File: config.mk
export PLATFORM = sky130hd
export DESIGN_NAME = fetch_unit
export DESIGN_NICKNAME = d
export VERILOG_FILES = /design/src/hw/fetch_bp_pkg.sv /design/src/hw/branch_predictor.sv /design/src/hw/branch_resolver.sv /design/src/hw/fetch_pc_gen.sv /design/src/hw/fetch_queue.sv /design/src/hw/fetch_unit.sv
export VERILOG_INCLUDE_DIRS = /design/src /design/src/include
export SDC_FILE = /design/constraint.sdc
export NUM_CORES = 1
export LEC_CHECK = 0
export ABC_AREA = 1
export BUFFER_PORTS_ARGS = -buffer_cell sky130_fd_sc_hd__buf_2
export CAP_MARGIN = 5
export CORE_MARGIN = 1.5
export CORE_UTILIZATION = 40
export DETAILED_ROUTE_END_ITERATION = 8
export GPL_TIMING_DRIVEN = 0
export PLACE_DENSITY_LB_ADDON = 0.12
export SLEW_MARGIN = 10
export SYNTH_ARGS = -nofsm -noshare
export SYNTH_HDL_FRONTEND = slang
export SYNTH_SLANG_ARGS = --single-unit
File: constraint.sdc
create_clock -name CLK -period 5.25 [get_ports CLK]
set_clock_uncertainty 0.15 [all_clocks]
set_input_delay 0.2625 -clock CLK [delete_from_list [all_inputs] [get_ports CLK]]
set_output_delay 0.2625 -clock CLK [all_outputs]
set_load 0.02 [all_outputs]
File: src/include/fetch_bp_macros.svh
`ifndef FETCH_BP_MACROS_SVH
`define FETCH_BP_MACROS_SVH

// predictor table geometry, indexed by pc[3:2]
`define BP_ENTRIES 4
`define BP_IDX_W   2

// fetch queue geometry
`define FQ_DEPTH   4
`define FQ_PTR_W   2

// first fetch address out of reset
`define RESET_PC   32'h0000_0100

`endif

File: src/hw/fetch_bp_pkg.sv
`include "fetch_bp_macros.svh"

package fetch_bp_pkg;

  // instruction word or byte address
  typedef logic [31:0] word_t;

  // predictor index, pc[3:2]
  typedef logic [`BP_IDX_W-1:0] bp_idx_t;

  // predictor tag, pc[31:4]
  typedef logic [27:0] bp_tag_t;

  // two-bit saturating counter
  typedef enum logic [1:0] {
    STRONG_TAKEN,
    WEAK_TAKEN,
    WEAK_NTAKEN,
    STRONG_NTAKEN
  } counter_t;

  // one fetched instruction with its prediction, 97 bits
  typedef struct packed {
    word_t pc;
    word_t instr;
    logic  pred_taken;
    word_t pred_target;
  } fetch_entry_t;

  // training request from the resolver
  typedef struct packed {
    logic  valid;
    word_t pc;
    logic  taken;
    word_t target;
  } bp_update_t;

  // fetch redirect after a mispredict
  typedef struct packed {
    logic  valid;
    word_t pc;
  } redirect_t;

endpackage

File: src/hw/branch_predictor.sv
`timescale 1ns/1ps
`include "fetch_bp_macros.svh"

module branch_predictor
  import fetch_bp_pkg::*;
(
  input  logic       CLK,
  input  logic       nRST,
  input  word_t      lookup_pc,
  input  bp_update_t update,
  output logic       pred_taken,
  output word_t      pred_target
);

  // per-entry tables
  counter_t                cnt_q   [`BP_ENTRIES];
  logic [`BP_ENTRIES-1:0]  tag_vld_q;
  bp_tag_t                 tag_q   [`BP_ENTRIES];
  word_t                   tgt_q   [`BP_ENTRIES];

  bp_idx_t rd_idx;
  bp_tag_t rd_tag;
  bp_idx_t upd_idx;
  logic    rd_hit;

  // one saturating step in the direction of the outcome
  function automatic counter_t step_counter(counter_t cur, logic taken);
    counter_t nxt;
    nxt = cur;
    case (cur)
      STRONG_TAKEN:  nxt = taken ? STRONG_TAKEN : WEAK_TAKEN;
      WEAK_TAKEN:    nxt = taken ? STRONG_TAKEN : WEAK_NTAKEN;
      WEAK_NTAKEN:   nxt = taken ? WEAK_TAKEN   : STRONG_NTAKEN;
      STRONG_NTAKEN: nxt = taken ? WEAK_NTAKEN  : STRONG_NTAKEN;
      default:       nxt = WEAK_NTAKEN;
    endcase
    return nxt;
  endfunction

  assign rd_idx  = lookup_pc[`BP_IDX_W+1:2];
  assign rd_tag  = lookup_pc[31:4];
  assign upd_idx = update.pc[`BP_IDX_W+1:2];

  // lookup
  assign rd_hit      = tag_vld_q[rd_idx] && (tag_q[rd_idx] == rd_tag);
  assign pred_taken  = rd_hit &&
                       (cnt_q[rd_idx] == STRONG_TAKEN || cnt_q[rd_idx] == WEAK_TAKEN);
  assign pred_target = tgt_q[rd_idx];

  // counters and valid bits
  always_ff @(posedge CLK, negedge nRST)
  begin
    if (!nRST)
    begin
      for (int i = 0; i < `BP_ENTRIES; i++)
      begin
        cnt_q[i] <= WEAK_NTAKEN;
      end
      tag_vld_q <= '0;
    end
    else if (update.valid)
    begin
      cnt_q[upd_idx] <= step_counter(cnt_q[upd_idx], update.taken);
      if (update.taken)
      begin
        tag_vld_q[upd_idx] <= 1'b1;
      end
    end
  end

  // tag and target only allocate on a taken branch
  always_ff @(posedge CLK)
  begin
    if (update.valid && update.taken)
    begin
      tag_q[upd_idx] <= update.pc[31:4];
      tgt_q[upd_idx] <= update.target;
    end
  end

  // the entry being looked up always holds a defined counter state
  a_cnt_known: assert property (@(posedge CLK) disable iff (!nRST)
    !$isunknown(cnt_q[rd_idx]));

endmodule

File: src/hw/branch_resolver.sv
`timescale 1ns/1ps

module branch_resolver
  import fetch_bp_pkg::*;
(
  input  logic         CLK,
  input  logic         nRST,
  input  logic         resolve,
  input  logic         ex_is_branch,
  input  logic         ex_taken,
  input  word_t        ex_target,
  input  fetch_entry_t head,
  input  logic         empty,
  output logic         pop,
  output redirect_t    redirect,
  output bp_update_t   update
);

  logic  redirect_vld_q;
  word_t redirect_pc_q;
  logic  update_vld_q;
  word_t update_pc_q;
  logic  update_taken_q;
  word_t update_target_q;

  word_t seq_pc;
  word_t actual_next;
  word_t pred_next;
  logic  actual_taken;
  logic  mispredict;

  // head is wrong-path while a redirect is flushing it
  assign pop = resolve && !empty && !redirect_vld_q;

  // non-branches fall through
  assign actual_taken = ex_is_branch && ex_taken;
  assign seq_pc       = head.pc + 32'd4;
  assign actual_next  = actual_taken ? ex_target : seq_pc;
  assign pred_next    = head.pred_taken ? head.pred_target : seq_pc;
  assign mispredict   = (actual_next != pred_next);

  always_ff @(posedge CLK, negedge nRST)
  begin
    if (!nRST)
    begin
      redirect_vld_q <= 1'b0;
      update_vld_q   <= 1'b0;
    end
    else
    begin
      redirect_vld_q <= pop && mispredict;
      update_vld_q   <= pop && ex_is_branch;
    end
  end

  always_ff @(posedge CLK)
  begin
    redirect_pc_q   <= actual_next;
    update_pc_q     <= head.pc;
    update_taken_q  <= actual_taken;
    update_target_q <= ex_target;
  end

  assign redirect = '{valid: redirect_vld_q, pc: redirect_pc_q};
  assign update   = '{valid: update_vld_q, pc: update_pc_q,
                      taken: update_taken_q, target: update_target_q};

  // a redirect is a single-cycle pulse
  a_redirect_pulse: assert property (@(posedge CLK) disable iff (!nRST)
    redirect_vld_q |=> !redirect_vld_q);

endmodule

File: src/hw/fetch_pc_gen.sv
`timescale 1ns/1ps
`include "fetch_bp_macros.svh"

module fetch_pc_gen
  import fetch_bp_pkg::*;
(
  input  logic         CLK,
  input  logic         nRST,
  input  logic         fetch_en,
  input  word_t        instr,
  input  logic         pred_taken,
  input  word_t        pred_target,
  input  logic         full,
  input  redirect_t    redirect,
  output word_t        fetch_pc,
  output logic         push,
  output fetch_entry_t push_entry
);

  word_t pc_q;
  word_t pc_next;
  word_t seq_pc;

  assign seq_pc = pc_q + 32'd4;

  // no fetch into a full queue or on the flush edge
  assign push = fetch_en && !full && !redirect.valid;

  assign push_entry = '{
    pc:          pc_q,
    instr:       instr,
    pred_taken:  pred_taken,
    pred_target: pred_target
  };

  // redirect wins over the prediction, stall holds the pc
  always_comb
  begin
    pc_next = pc_q;
    if (redirect.valid)
    begin
      pc_next = redirect.pc;
    end
    else if (push)
    begin
      pc_next = pred_taken ? pred_target : seq_pc;
    end
  end

  always_ff @(posedge CLK, negedge nRST)
  begin
    if (!nRST)
    begin
      pc_q <= `RESET_PC;
    end
    else
    begin
      pc_q <= pc_next;
    end
  end

  assign fetch_pc = pc_q;

endmodule

File: src/hw/fetch_queue.sv
`timescale 1ns/1ps
`include "fetch_bp_macros.svh"

module fetch_queue
  import fetch_bp_pkg::*;
(
  input  logic         CLK,
  input  logic         nRST,
  input  logic         push,
  input  fetch_entry_t push_entry,
  input  logic         pop,
  input  logic         flush,
  output fetch_entry_t head,
  output logic         full,
  output logic         empty
);

  fetch_entry_t mem [`FQ_DEPTH];

  logic [`FQ_PTR_W-1:0] wr_ptr_q;
  logic [`FQ_PTR_W-1:0] rd_ptr_q;
  // one extra bit so a full queue is distinct from an empty one
  logic [`FQ_PTR_W:0]   count_q;

  logic do_push;
  logic do_pop;

  assign full  = (count_q == (`FQ_PTR_W+1)'(`FQ_DEPTH));
  assign empty = (count_q == '0);

  assign do_push = push && !full;
  assign do_pop  = pop && !empty;

  assign head = mem[rd_ptr_q];

  // pointers wrap naturally, depth is a power of two
  always_ff @(posedge CLK, negedge nRST)
  begin
    if (!nRST)
    begin
      wr_ptr_q <= '0;
      rd_ptr_q <= '0;
      count_q  <= '0;
    end
    else if (flush)
    begin
      wr_ptr_q <= '0;
      rd_ptr_q <= '0;
      count_q  <= '0;
    end
    else
    begin
      if (do_push)
      begin
        wr_ptr_q <= wr_ptr_q + 1'b1;
      end
      if (do_pop)
      begin
        rd_ptr_q <= rd_ptr_q + 1'b1;
      end
      case ({do_push, do_pop})
        2'b10:   count_q <= count_q + 1'b1;
        2'b01:   count_q <= count_q - 1'b1;
        default: count_q <= count_q;
      endcase
    end
  end

  always_ff @(posedge CLK)
  begin
    if (do_push && !flush)
    begin
      mem[wr_ptr_q] <= push_entry;
    end
  end

  // producer must respect full, resolver must respect empty
  a_no_push_full: assert property (@(posedge CLK) disable iff (!nRST)
    push |-> !full);
  a_no_pop_empty: assert property (@(posedge CLK) disable iff (!nRST)
    pop |-> !empty);

endmodule

File: src/hw/fetch_unit.sv
`timescale 1ns/1ps

module fetch_unit
  import fetch_bp_pkg::*;
(
  input  logic         CLK,
  input  logic         nRST,
  input  logic         fetch_en,
  input  word_t        instr,
  input  logic         resolve,
  input  logic         ex_is_branch,
  input  logic         ex_taken,
  input  word_t        ex_target,
  output word_t        fetch_pc,
  output fetch_entry_t head,
  output logic         empty,
  output logic         full,
  output redirect_t    redirect
);

  // lookup path
  logic         pred_taken;
  word_t        pred_target;

  // queue traffic
  logic         push;
  fetch_entry_t push_entry;
  logic         pop;

  // training path
  bp_update_t   bp_update;

  branch_predictor branch_predictor_inst (
    .CLK         (CLK),
    .nRST        (nRST),
    .lookup_pc   (fetch_pc),
    .update      (bp_update),
    .pred_taken  (pred_taken),
    .pred_target (pred_target)
  );

  fetch_pc_gen fetch_pc_gen_inst (
    .CLK         (CLK),
    .nRST        (nRST),
    .fetch_en    (fetch_en),
    .instr       (instr),
    .pred_taken  (pred_taken),
    .pred_target (pred_target),
    .full        (full),
    .redirect    (redirect),
    .fetch_pc    (fetch_pc),
    .push        (push),
    .push_entry  (push_entry)
  );

  // flushed by the same redirect that reloads the pc
  fetch_queue fetch_queue_inst (
    .CLK        (CLK),
    .nRST       (nRST),
    .push       (push),
    .push_entry (push_entry),
    .pop        (pop),
    .flush      (redirect.valid),
    .head       (head),
    .full       (full),
    .empty      (empty)
  );

  branch_resolver branch_resolver_inst (
    .CLK          (CLK),
    .nRST         (nRST),
    .resolve      (resolve),
    .ex_is_branch (ex_is_branch),
    .ex_taken     (ex_taken),
    .ex_target    (ex_target),
    .head         (head),
    .empty        (empty),
    .pop          (pop),
    .redirect     (redirect),
    .update       (bp_update)
  );

endmodule

Word level (Yosys, flattened, before mapping)
Memory sizes are Yosys's and may differ from the RTL's.
Cells that the tools add are included.
- memory bits (writable): 628
- flip-flop bits (word level): 150
- memories: 3
- word-level logic and storage cells: 103
- input port bits: 70
- memory list (memory ; depth ; width ; rd ports ; clocked after memory_dff ; write ports ; line ; RTL):
    fetch_queue_inst.mem ; 4 ; 97 ; 1 ; 0 ; 1 ; fetch_queue.sv:18 ; fetch_entry_t mem [`FQ_DEPTH];
    branch_predictor_inst.tgt_q ; 4 ; 32 ; 1 ; 0 ; 1 ; branch_predictor.sv:19 ; word_t tgt_q [`BP_ENTRIES];
    branch_predictor_inst.tag_q ; 4 ; 28 ; 1 ; 0 ; 1 ; branch_predictor.sv:18 ; bp_tag_t tag_q [`BP_ENTRIES];
- reductions and logical operators: 27
- equal/unequal tests: 9
- bitwise gates (word level): 3
- add/subtract/negate cells: 6
- muxes and demuxes: 34
- order comparisons: 6
- operators with widths (kind ; count):
    2-to-1 mux 32 bit ; 5
    adder 32 x 3 -> 32 bit, second input constant ; 2
    inequality test 32 bit ; 1
    == test 28 bit ; 1
    2-to-1 mux 2 bit ; 12
    logical AND 1 bit ; 15
    binary-select mux 2 bit (select 2 bit) ; 2
    bitwise mux 8 bit ; 1
    2-to-1 mux 1 bit ; 8
    case mux 2 bit (4 select lines) ; 1
    == test 2 x 1 -> 1 bit, second input constant ; 3
    == test 2 bit, second input constant ; 3
    greater-or-equal comparator 3 bit, second input constant ; 2
    < comparator 2 x 3 -> 1 bit, second input constant ; 2
    NOT 2 -> 3 bit ; 2
    case mux 3 bit (2 select lines) ; 1
    nonzero test 2 bit ; 3
    adder 2 x 1 -> 2 bit, second input constant ; 2
    demux 2 bit (select 2 bit) ; 1
    logical NOT 2 bit ; 2
    OR 4 bit ; 1
    adder 3 x 1 -> 3 bit, second input constant ; 1
    == test 3 bit, second input constant ; 1
    logical NOT 1 bit ; 3
    other kinds (10) ; 10

Logic depth before layout (Yosys ltp)
Gate-level depths: netlist (run 1).
- word-level depth: 10
- gate-level depth with buffers: 26
- gate-level depth less buffers: 24

Cells and area by module
From an unflattened synthesis (run 1), not the netlist that was laid out.
- cell total of the unflattened synthesis: 3074
- area total of the unflattened synthesis: 33250.6 um^2
- modules (own cells, without submodules) (module ; cells each ; area an instance (um^2) ; seq. area each (um^2) ; instances):
    fetch_queue ; 1008 ; 14850.5 ; 11826.3 ; 1
    branch_predictor ; 821 ; 10067.2 ; 7512.2 ; 1
    branch_resolver ; 779 ; 5126.2 ; 1991.9 ; 1
    fetch_pc_gen ; 466 ; 3206.8 ; 802.0 ; 1

Worst setup path after synthesis (run 1)
OpenSTA, ideal clock, no wires.
- path type: register to register
- start point: reg fetch_queue_inst.count_q[0]
- end point: mem fetch_queue_inst.mem[0][0] (netlist name) (enable)
- slack: -0.353 ns
- arrival: 4.899 ns
- path buffers: 0
- period minus slack after synthesis: 5.603 ns
- cell stages (with the launch flop): 7
- required time: 4.546 ns
- path through: dfrtp_1 -> inv_1 -> nand3_1 -> nand2_1 -> nor2_1 -> inv_1 -> nor2_1
- longest elaborated chain between the ends: 8
- RTL lines (item ; line ; RTL):
    from (decl) ; fetch_queue.sv:23 ; logic [`FQ_PTR_W:0] count_q;
    from (signal assigned) ; fetch_queue.sv:62 ; 2'b10: count_q <= count_q + 1'b1;
    from (signal assigned) ; fetch_queue.sv:63 ; 2'b01: count_q <= count_q - 1'b1;
    from (signal assigned) ; fetch_queue.sv:64 ; default: count_q <= count_q;
    == test 3 bit (*) ; fetch_queue.sv:28 ; assign full = (count_q == (`FQ_PTR_W+1)'(`FQ_DEPTH));
    logical NOT 1 bit (*) ; fetch_pc_gen.sv:27, fetch_queue.sv:31 ;
    logical AND 1 bit (2 in series) ; fetch_pc_gen.sv:27 ; assign push = fetch_en && !full && !redirect.valid;
    logical AND 1 bit (*) ; fetch_queue.sv:31 ; assign do_push = push && !full;
    logical AND 1 bit (*) ; fetch_queue.sv:71 ; if (do_push && !flush)
    2-to-1 mux 1 bit (*) ; fetch_queue.sv:71 ;
    2-to-1 mux 1 bit (not written as such) (*) ; fetch_queue.sv:73 ; mem[wr_ptr_q] <= push_entry;
    to (decl) ; fetch_queue.sv:18 ;
Every way passes the cells marked *; elsewhere a longest branch is shown, timed or not.

Worst setup path in the final report (run 1)
- start point: reg fetch_queue_inst.rd_ptr_q[1]
- end point: reg branch_resolver_inst.redirect_vld_q
- longest elaborated chain between the ends: 5
- elaborated cells on any way between the ends: 6
- classes of those cells: add/sub (1); eq/ne (1); mux (2); reduce/logical (1); memory (1)
- RTL lines (item ; line ; RTL):
    from (decl) ; fetch_queue.sv:21 ; logic [`FQ_PTR_W-1:0] rd_ptr_q;
    from (signal assigned) ; fetch_queue.sv:59 ; rd_ptr_q <= rd_ptr_q + 1'b1;
    memory (4 x 97 bit) (*) ; - ;
    adder 32 x 3 -> 32 bit ; branch_resolver.sv:37 ; assign seq_pc = head.pc + 32'd4;
    2-to-1 mux 32 bit (on tied branches) ; branch_resolver.sv:38, branch_resolver.sv:39 ;
    inequality test 32 bit (*) ; branch_resolver.sv:40 ; assign mispredict = (actual_next != pred_next);
    logical AND 1 bit (*) ; branch_resolver.sv:51 ; redirect_vld_q <= pop && mispredict;
    to (signal assigned) ; branch_resolver.sv:51 ;
    to (decl) ; branch_resolver.sv:19 ; logic redirect_vld_q;
Marks and branches as above.
A chain may end at the register's enable or synchronous reset.

==> metrics.md, run 1 <==
| Metric | Value |
|---|---|
| Gr ovfl total | 0 |
| Die height | 292 um |
| Cts hold-fix bufs | 69 |
| First DRT Iteration DRCs | 2,416 |
| DRT Pass-1 Iters | 6 |
| Final WS setup | 795 ps |
| Fmax | 0.224 GHz |
| DR DRC count | 0 |
| Leakage | 15.8 nW |
| Final Power | 27.5 mW |
| Antenna viol nets, final | 0 |
| Synthesized Nets | 3,281 |
| Area contributors post-synth | edfxtp_1 (56%), nand2_1 (10%), dfxtp_1 (5.7%) |
| Top Usage Layer GRT | met2 |
| Crit path time final | 4460 ps |
| Share of cells above drive strength 1 | 16.9% |
| Core footprint | 82,500 um2 |
| Drt total wl | 123,000 um |
| Total GRT Usage | 28.3% |
| Startpoint types | register |
| CTS buffer count | 86 |
| Yosys top cell by area | edfxtp_1 |
| Die Wd | 292 um |
| Met2 usage | 45.6% |
| Final Hold Fails | 0 |
| Clock transition at the registers of the reported paths | 60 ps |
| First-pass GRT wire length | 172,000 um |
| Worst Setup End Kind | register |
| Routability congestion estimate from global placement | 0.981 |
| Met3 GRT Util | 4.70% |
| Worst min-delay path category | in2reg |
| Post_cts resized | 0 |
| Cells after synthesis | 3,203 |
| Vias | 25,800 |
| # diodes | 0 |
| Crit path DAT | 4860 ps |
| Placed inst area | 36,800 um2 |
| Clock sink total | 776 |
| # IOs | 234 |
| Fin area | 40,300 um2 |
| DP HPWL | 89,500 um |
| Sequential share of the synthesized area | 66.0% |
| Fin. max-slew vios | 0 |
| Largest net degree at the start of global routing | 54 |
| Vias per cell | 5.42 |
| Worst-margin pin slew | 1280 ps |
| Clock Path Buffers | 3 |
| Die area | 85,400 um2 |
| Crit path max fanout | 10 |
| Final worst path period share | 84.9% |
| Syn_area_per_cell | 10.5 um2 |
| Status | finished clean |
| Reg2reg setup slack | 790 ps |
| Initial antenna violation count | 6 |
| CP Buf/Inv Count | 6 |
| Pwr Density | 681 nW/um2 |
| Hold WS | 124 ps |
| Per-cell routed wire length | 25.8 um |
| CP Data Required Time | 5650 ps |
| # setup viols final | 0 |
| Root Buffer | clkbuf_16 |
| Commonest cells after routing, fill and taps aside | nand2_1 (899), edfxtp_1 (628), nor2_1 (353), buf_2 (269), nand3_1 (262) |
| Cell chain of the critical path | buf_4, inv_4, buf_2, o211ai_1, nand2_1, ha_1, inv_1, nor2_2, nand2_2, nor2_4, nand2_1, inv_1, nand3_1, nand3_1, nand2_1, nand2_1, nand2_1, nor2_1, nand2_1, nor2_1, nand3_1, nand2_1, inv_1 |
| Ys Warns | 0 |
| CTS tree | built |
| Latest clock arrival within the worst-skew pair | 660 ps |
| Layout net count | 3,701 |
| Vias in the first global route | 24,300 |
| Max IR drop VDD | 0.334 mV |
| CP dominant cell by count | nand2_1 |
| I/O Buffers | 233 |
| Layout area overhead | 20.5% |
| Synth top area share | 56.3% |
| Rel. slew slack | 14.4% |
| Met1 Usage GRT | 38.0% |
| Unrepaired setup endpoints after global routing | false |
| Critical setup path kind | reg2reg |
| # rows | 105 |
| Crit-path leading delay family | simple AND/OR/NAND/NOR gates |
| H-tree depth | 3 |
| Maxcap violations | 0 |
| Synthesized area | 33,500 um2 |
| Placement Setup Slack | 842 ps |
| Setup Fix Bufs, Post-CTS | 0 |
| Slowest Stage Delay on Critical Path | 480 ps |
| Distinct cells, synth | 59 |
| Flops & latches, synth | 776 |
| Final Util | 48.9% |
| Post-synth EDFFs | 628 |
| Slowest CP cell | nand2_1 |
| Leading cell type in the layout, fill and taps excluded | nand2_1 |
| Ys async rst share | 6.83% |
| Initial Util | 40.6% |
| Primary FF master, synth | edfxtp_1 |
-- flip-flops by register name, indices dropped and copies added (netlist names), 4 cells and up --
name                                  cells
fetch_queue_inst.mem                    388
fetch_pc_gen_inst.fetch_pc               32
branch_predictor_inst.tag_q             112
branch_predictor_inst.cnt_q               8
branch_predictor_inst.tgt_q             128
branch_resolver_inst.update_pc_q         30
branch_resolver_inst.redirect_pc_q       32
branch_predictor_inst.tag_vld_q           4
branch_resolver_inst.update_target_q     32
-- layout make-up --
| cell class | instances | area (um2) |
|---|---|---|
| Buffer | 154 | 861 |
| Timing Repair Buffer | 332 | 2560 |
| Multi-Input combinational cell | 2162 | 10200 |
| Tap cell | 1070 | 1340 |
| Inverter | 111 | 429 |
| Clock inverter | 40 | 499 |
| Fill cell | 7646 | 42200 |
| Sequential cell | 776 | 22100 |
| Clock buffer | 121 | 2390 |
-- final timing paths --
check,start,to,cells after the start
worst max-delay path,fetch_queue_inst.rd_ptr_q[1],branch_resolver_inst.redirect_vld_q,23
worst min-delay path,ex_target[1],branch_resolver_inst.update_target_q[1],2
worst max register to register,fetch_queue_inst.rd_ptr_q[1],branch_resolver_inst.redirect_vld_q,23
worst min register to register,branch_resolver_inst.update_pc_q[24],branch_predictor_inst.tag_q[3][20],0
max in group asynchronous,nRST,fetch_pc_gen_inst.fetch_pc[0],2
min in group asynchronous,nRST,fetch_pc_gen_inst.fetch_pc[19],2
-- worst register-to-register path: stages, from the launching register on --
cell and delay (ps):
dfrtp_1 360, buf_4 190, inv_4 160, buf_2 300
o211ai_1 150, nand2_1 480, ha_1 320, inv_1 80
nor2_2 150, nand2_2 130, nor2_4 340, nand2_1 210
inv_1 120, nand3_1 100, nand3_1 110, nand2_1 60
nand2_1 60, nand2_1 50, nor2_1 80, nand2_1 70
nor2_1 250, nand3_1 280, nand2_1 120, inv_1 40
-- logic make-up after synthesis --
logic type | share of synthesized area [%]
AOI/OAI and AO/OA | 6.84
xor gates and xnor gates | 0.994
and+or+nand+nor | 21.9
DFF | 66.0
adders and majority gates | 0.351
buffers and inverters | 3.85
muxes | 0.0336
-- cell usage after synthesis, types with 8 or more instances --
library cell  number
buf_6             22
edfxtp_1         628
buf_2             37
clkbuf_1          77
nor2_2            21
xnor2_1           11
nand3_2            8
nor2_1           361
nor2_4            10
o21ai_0          252
o22a_1            10
nand2_1          899
or2_2             57
xor2_1            27
nand3_1          262
o22ai_1          102
inv_1            101
dfxtp_1           95
nand4_1           30
nand2_2           25
dfrtp_1           48
buf_4             13
o21ai_1           16
-- per-layer routing --
layer,vias to the layer above,routed length (um)
met2,1096,56700
met5,-,13
met3,257,9180
met4,2,5920
li1,11900,-
met1,12600,51000
-- stage by stage --
stage	instances	setup TNS, ps
final	4766	0
after global routing	4766	0
after CTS	4766	0
after detailed placement	4536	0
after global placement	4506	-2129870
after floorplan	3203	-136870
-- where the power goes --
part           switching [mW]  total (mW)  internal, mW
Sequential               1.05        9.27          8.21
Combinational            8.83        12.0          3.20
Clock                    2.52        6.17          3.64
Total                    12.4        27.5          15.1
Note: power is estimated with default switching activity, not from simulation.
==> run 2, diff against run 1 <==
- clock period: 5.25 -> 4.4 ns (I/O delays scaled with it)
==> metrics.md, run 2 (synthesis gave the netlist of run 1 again) <==
| Metric | Value |
|---|---|
| Fmax | 0.231 GHz |
| Worst hold path startpoint | ex_target[1] |
| Final worst path period share | 98.3% |
| Crit path max fanout | 10 |
| Most flop-heavy register | fetch_queue_inst.mem |
| # rows | 105 |
| Worst Hold Path EP | branch_resolver_inst.update_target_q[1] |
| Crit path time final | 4330 ps |
| Crit-path leading delay family | buffers and inverters |
| Final setup TNS | 0 ps |
| Cell chain of the critical path | buf_6, buf_6, buf_2, clkbuf_1, clkbuf_1, nor2_1, o22ai_1, nand3_1, nand3_1, nand2_1, nand2_1 |
| Clock transition at the registers of the reported paths | 70 ps |
| Vias in the first global route | 24,300 |
| Number of flip-flops in the largest register | 388 |
| Max IR drop VDD | 0.399 mV |
| Startpoint types | register |
| FF-to-FF Start | fetch_pc_gen_inst.fetch_pc[2] |
| Maxcap violations | 0 |
| Number of cells on the worst reg-to-reg path | 11 |
| # IOs | 234 |
| Core footprint | 82,500 um2 |
| Largest net degree at the start of global routing | 54 |
| Layout net count | 3,701 |
| Setup Fix Bufs, Post-CTS | 0 |
| Initial antenna violation count | 6 |
| Antenna viol nets, final | 0 |
| CP Buf/Inv Count | 5 |
| Reg2reg setup slack | 70 ps |
| Vias | 25,800 |
| Unrepaired setup endpoints after global routing | false |
| Critical setup path kind | reg2reg |
| Die area | 85,400 um2 |
| First DRT Iteration DRCs | 2,421 |
| Fin. max-slew vios | 0 |
| Clock sink total | 776 |
| Fin area | 40,300 um2 |
| H-tree depth | 3 |
| Vias per cell | 5.40 |
| Seq. cell area | 22,100 um2 |
| Pwr Density | 812 nW/um2 |
| Initial Util | 40.6% |
| CP Data Required Time | 4840 ps |
| Total GRT Usage | 28.3% |
| # setup viols final | 0 |
| Final Power | 32.8 mW |
| CTS buffer count | 86 |
| Die Wd | 292 um |
| Root Buffer | clkbuf_16 |
| Drt total wl | 123,000 um |
| Leading cell type in the layout, fill and taps excluded | nand2_1 |
| DR DRC count | 0 |
| Worst Setup End Kind | register |
| FF-to-FF End | fetch_pc_gen_inst.fetch_pc[16] |
| Share of cells above drive strength 1 | 17.0% |
| Leakage | 15.8 nW |
| Crit path DAT | 4760 ps |
| Placed inst area | 36,800 um2 |
| Worst min-delay path category | in2reg |
| CTS tree | built |
| Rel. slew slack | 15.2% |
| Per-cell routed wire length | 25.7 um |
| Multi-input combinational cell area | 10,200 um2 |
| I/O Buffers | 233 |
| Filler cell count | 7,647 |
| Slowest CP cell | o22ai_1 |
| Worst-margin pin slew | 1270 ps |
| Final Hold Fails | 0 |
| Status | finished clean |
| Gr ovfl total | 0 |
| Clock Path Buffers | 3 |
| Routability congestion estimate from global placement | 0.981 |
| Latest clock arrival within the worst-skew pair | 660 ps |
| Layout area overhead | 20.5% |
| Slowest Stage Delay on Critical Path | 870 ps |
| Largest regs | fetch_queue_inst.mem (388), branch_predictor_inst.tgt_q (128), branch_predictor_inst.tag_q (112) |
| DRT Pass-1 Iters | 6 |
| Die height | 292 um |
| First-pass GRT wire length | 172,000 um |
| Commonest cells after routing, fill and taps aside | nand2_1 (897), edfxtp_1 (628), nor2_1 (353), buf_2 (269), nand3_1 (262) |
| DP HPWL | 89,500 um |
| Hold depth | 2 |
[run 2: where the power goes]
part / total, mW / internal [mW] / leakage [nW] / switching [mW]
combinational: 14.4 / 3.82 / 7.19 / 10.5
clock: 7.36 / 4.35 / 1.40 / 3.01
sequential: 11.1 / 9.80 / 7.16 / 1.26
[run 2: worst reg2reg max path, stage by stage, from the launching register on]
cell,delay (ps)
dfrtp_1,670
buf_6,230
buf_6,170
buf_2,400
clkbuf_1,560
clkbuf_1,620
nor2_1,110
o22ai_1,870
nand3_1,190
nand3_1,140
nand2_1,80
nand2_1,60
[run 2: what timing repair did]
action / CTS / global route
gates resized for setup: 1 / 1
endpoints found under the hold margin: 251 / 0
hold buffers: 69 / 0
pin swaps: 0 / 1
endpoints found under the setup margin: 1 / 1
[run 2: worst max-delay path by stage]
stage | cells past startpoint | to | slack (ps) | start
2_1_floorplan | 6 | fetch_queue_inst.mem[0][0] | -1200 | fetch_queue_inst.count_q[0]
3_3_place_gp | 4 | fetch_queue_inst.mem[3][24] | -5500 | branch_resolver_inst.redirect_vld_q
3_5_place_dp | 23 | branch_resolver_inst.redirect_vld_q | -8 | fetch_queue_inst.rd_ptr_q[1]
4_1_cts | 7 | fetch_queue_inst.mem[2][27] | 0.8 | fetch_pc_gen_inst.fetch_pc[2]
5_1_grt | 11 | fetch_pc_gen_inst.fetch_pc[16] | 2 | fetch_pc_gen_inst.fetch_pc[2]
6_report | 11 | fetch_pc_gen_inst.fetch_pc[16] | 70 | fetch_pc_gen_inst.fetch_pc[2]
[run 2: stage by stage]
| stage | std cells | setup slack (ps) | utilization [%] | hold WS (ps) |
|---|---|---|---|---|
| after CTS | 4766 | 0.847 | 48.9 | 65.0 |
| after global routing | 4766 | 1.93 | 48.9 | 67.8 |
| after detailed placement | 4536 | -7.88 | 44.5 | 188 |
| after floorplan | 3203 | -1200 | - | -226 |
| final | 4768 | 74.5 | 48.9 | 80.3 |
| after global placement | 4506 | -5500 | 43.6 | 189 |
[run 2: layout make-up]
type | count | area share [%]
sequential | 776 | 54.8
multi-input combinational | 2162 | 25.2
timing repair buffer | 332 | 6.36
clock buffer | 121 | 5.93
tap | 1070 | 3.32
buffer | 154 | 2.13
clock inverter | 40 | 1.24
inverter | 111 | 1.06
antenna | 2 | 0.0124
[run 2: routing by layer]
layer	vias up	GRT usage (%)	share of wire, %
li1	11900	-	-
met1	12500	38.0	41
met2	1083	45.6	46
met3	251	4.70	7.7
met4	2	12.2	4.7
met5	-	0	0.011
==> run 3, diff against run 2 <==
- CELL_PAD_IN_SITES_DETAIL_PLACEMENT: unset -> 1
- CELL_PAD_IN_SITES_GLOBAL_PLACEMENT: unset -> 2
- HOLD_SLACK_MARGIN: unset -> 0.03
==> metrics.md, run 3 (synthesis gave the netlist of run 1 again) <==
| Metric | Value |
|---|---|
| Status | finished clean |
| Clock Path Buffers | 3 |
| CP Data Required Time | 4770 ps |
| Filler cell count | 9,057 |
| I/O Buffers | 233 |
| Vias in the first global route | 27,700 |
| Unrepaired setup endpoints after global routing | false |
| Latest clock arrival within the worst-skew pair | 670 ps |
| Largest regs | fetch_queue_inst.mem (388), branch_predictor_inst.tgt_q (128), branch_predictor_inst.tag_q (112) |
| Gr ovfl total | 0 |
| Final Hold Fails | 0 |
| # setup viols final | 0 |
| Crit path max fanout | 14 |
| Largest net degree at the start of global routing | 45 |
| Clock transition at the registers of the reported paths | 60 ps |
| Root Buffer | clkbuf_16 |
| Vias | 26,800 |
| DP HPWL | 104,000 um |
| Core footprint | 82,500 um2 |
| Antenna viol nets, final | 0 |
| Layout area overhead | 21.1% |
| Seq. cell area | 22,100 um2 |
| CTS buffer count | 86 |
| WL met3 | 7190 um |
| Final Util | 49.1% |
| Per-cell routed wire length | 29.0 um |
| Top sig layer | met4 |
| Vias per cell | 5.62 |
| First-pass GRT wire length | 197,000 um |
| Startpoint types | register |
| Layout net count | 3,705 |
| Final Power | 33.7 mW |
| Die area | 85,400 um2 |
| Worst-margin pin slew | 1120 ps |
| Fmax | 0.228 GHz |
| Max IR drop VDD | 0.421 mV |
| Pwr Density | 831 nW/um2 |
| Initial antenna violation count | 6 |
| Most flop-heavy register | fetch_queue_inst.mem |
| Worst min-delay path category | in2reg |
| H-tree depth | 3 |
| Wire length on met1 | 58,900 um |
| Worst Setup End Kind | register |
| Routability congestion estimate from global placement | 0.935 |
| Fin. max-slew vios | 0 |
| Length of routed met2 wiring | 65,200 um |
| Leakage | 15.9 nW |
| Critical setup path kind | reg2reg |
| Commonest cells after routing, fill and taps aside | nand2_1 (895), edfxtp_1 (628), nor2_1 (352), buf_2 (269), nand3_1 (261) |
| DR DRC count | 0 |
| Clock sink total | 776 |
| Maxcap violations | 0 |
| Number of flip-flops in the largest register | 388 |
| Final worst path period share | 99.5% |
| DRT Pass-1 Iters | 5 |
| Rel. slew slack | 25.0% |
| CTS tree | built |
| Die height | 292 um |
| Drt total wl | 138,000 um |
| Total GRT Usage | 32.3% |
| Die Wd | 292 um |
| Crit path DAT | 4750 ps |
| Crit path time final | 4380 ps |
| # rows | 105 |
| Leading cell type in the layout, fill and taps excluded | nand2_1 |
| Multi-input combinational cell area | 10,200 um2 |
| # IOs | 234 |
| Share of cells above drive strength 1 | 17.4% |
| First DRT Iteration DRCs | 2,288 |
| Initial Util | 40.6% |
[run 3: where the power goes]
group	internal (mW)	switching [mW]	leakage [nW]
Combinational	3.85	11.1	7.24
Clock	4.42	3.11	1.44
Sequential	9.80	1.35	7.16
[run 3: critical path, cell delays in order, from the launching register on]
cell and delay [ps]:
dfrtp_1 710, inv_2 160, buf_2 360, buf_2 480, o21ai_0 170, o22ai_1 530
xor2_1 260, nand4_1 170, nor3_4 340, nand2_2 170, buf_6 210, o21ai_1 340
o21bai_1 130
[run 3: stage by stage]
stage	setup TNS (ps)	cell area (um2)	hold WS, ps	setup WS [ps]	cells
finish	0	40500	76.8	23.1	4776
global route	0	40500	99.3	13.3	4771
CTS	0	40500	59.2	67.6	4770
detailed placement	-1990	36800	-45.9	-296	4538
global placement	-2782170	36000	197	-5650	4506
floorplan	-466670	33500	-226	-1200	3203
[run 3: layout make-up]
cell class / count / share of cell area [%]
clock buffer: 126 / 6.00
inverter: 111 / 1.06
timing repair buffer: 338 / 6.51
sequential: 776 / 54.5
multi-input combinational: 2162 / 25.2
antenna: 5 / 0.0309
clock inverter: 36 / 1.29
buffer: 152 / 2.11
tap: 1070 / 3.30
[run 3: layer usage]
metal | GRT usage [%] | vias to the layer above
met3 | 3.76 | 250
met2 | 53.2 | 903
li1 | - | 11900
met5 | 0 | -
met1 | 42.9 | 13800
met4 | 14.7 | 0
[run 3: final timing paths]
path,from,to,slack (ps),cells past startpoint
setup / recovery,fetch_pc_gen_inst.fetch_pc[3],fetch_pc_gen_inst.fetch_pc[21],20,12
hold / removal,ex_target[1],branch_resolver_inst.update_target_q[1],80,2
setup reg to reg,fetch_pc_gen_inst.fetch_pc[3],fetch_pc_gen_inst.fetch_pc[21],20,12
hold reg to reg,branch_predictor_inst.tag_vld_q[3],branch_predictor_inst.tag_vld_q[3],310,2
max in group asynchronous,nRST,fetch_queue_inst.count_q[2],2550,4
min in group asynchronous,nRST,branch_predictor_inst.cnt_q[3],630,3
[run 3: repair_timing]
item / CTS / global route
hold buffers: 71 / 0
setup endpoints to repair: 19 / 3
pin swaps: 0 / 1
endpoints found under the hold margin: 250 / 0
resized for setup: 10 / 5
buffers inserted: 0 / 2
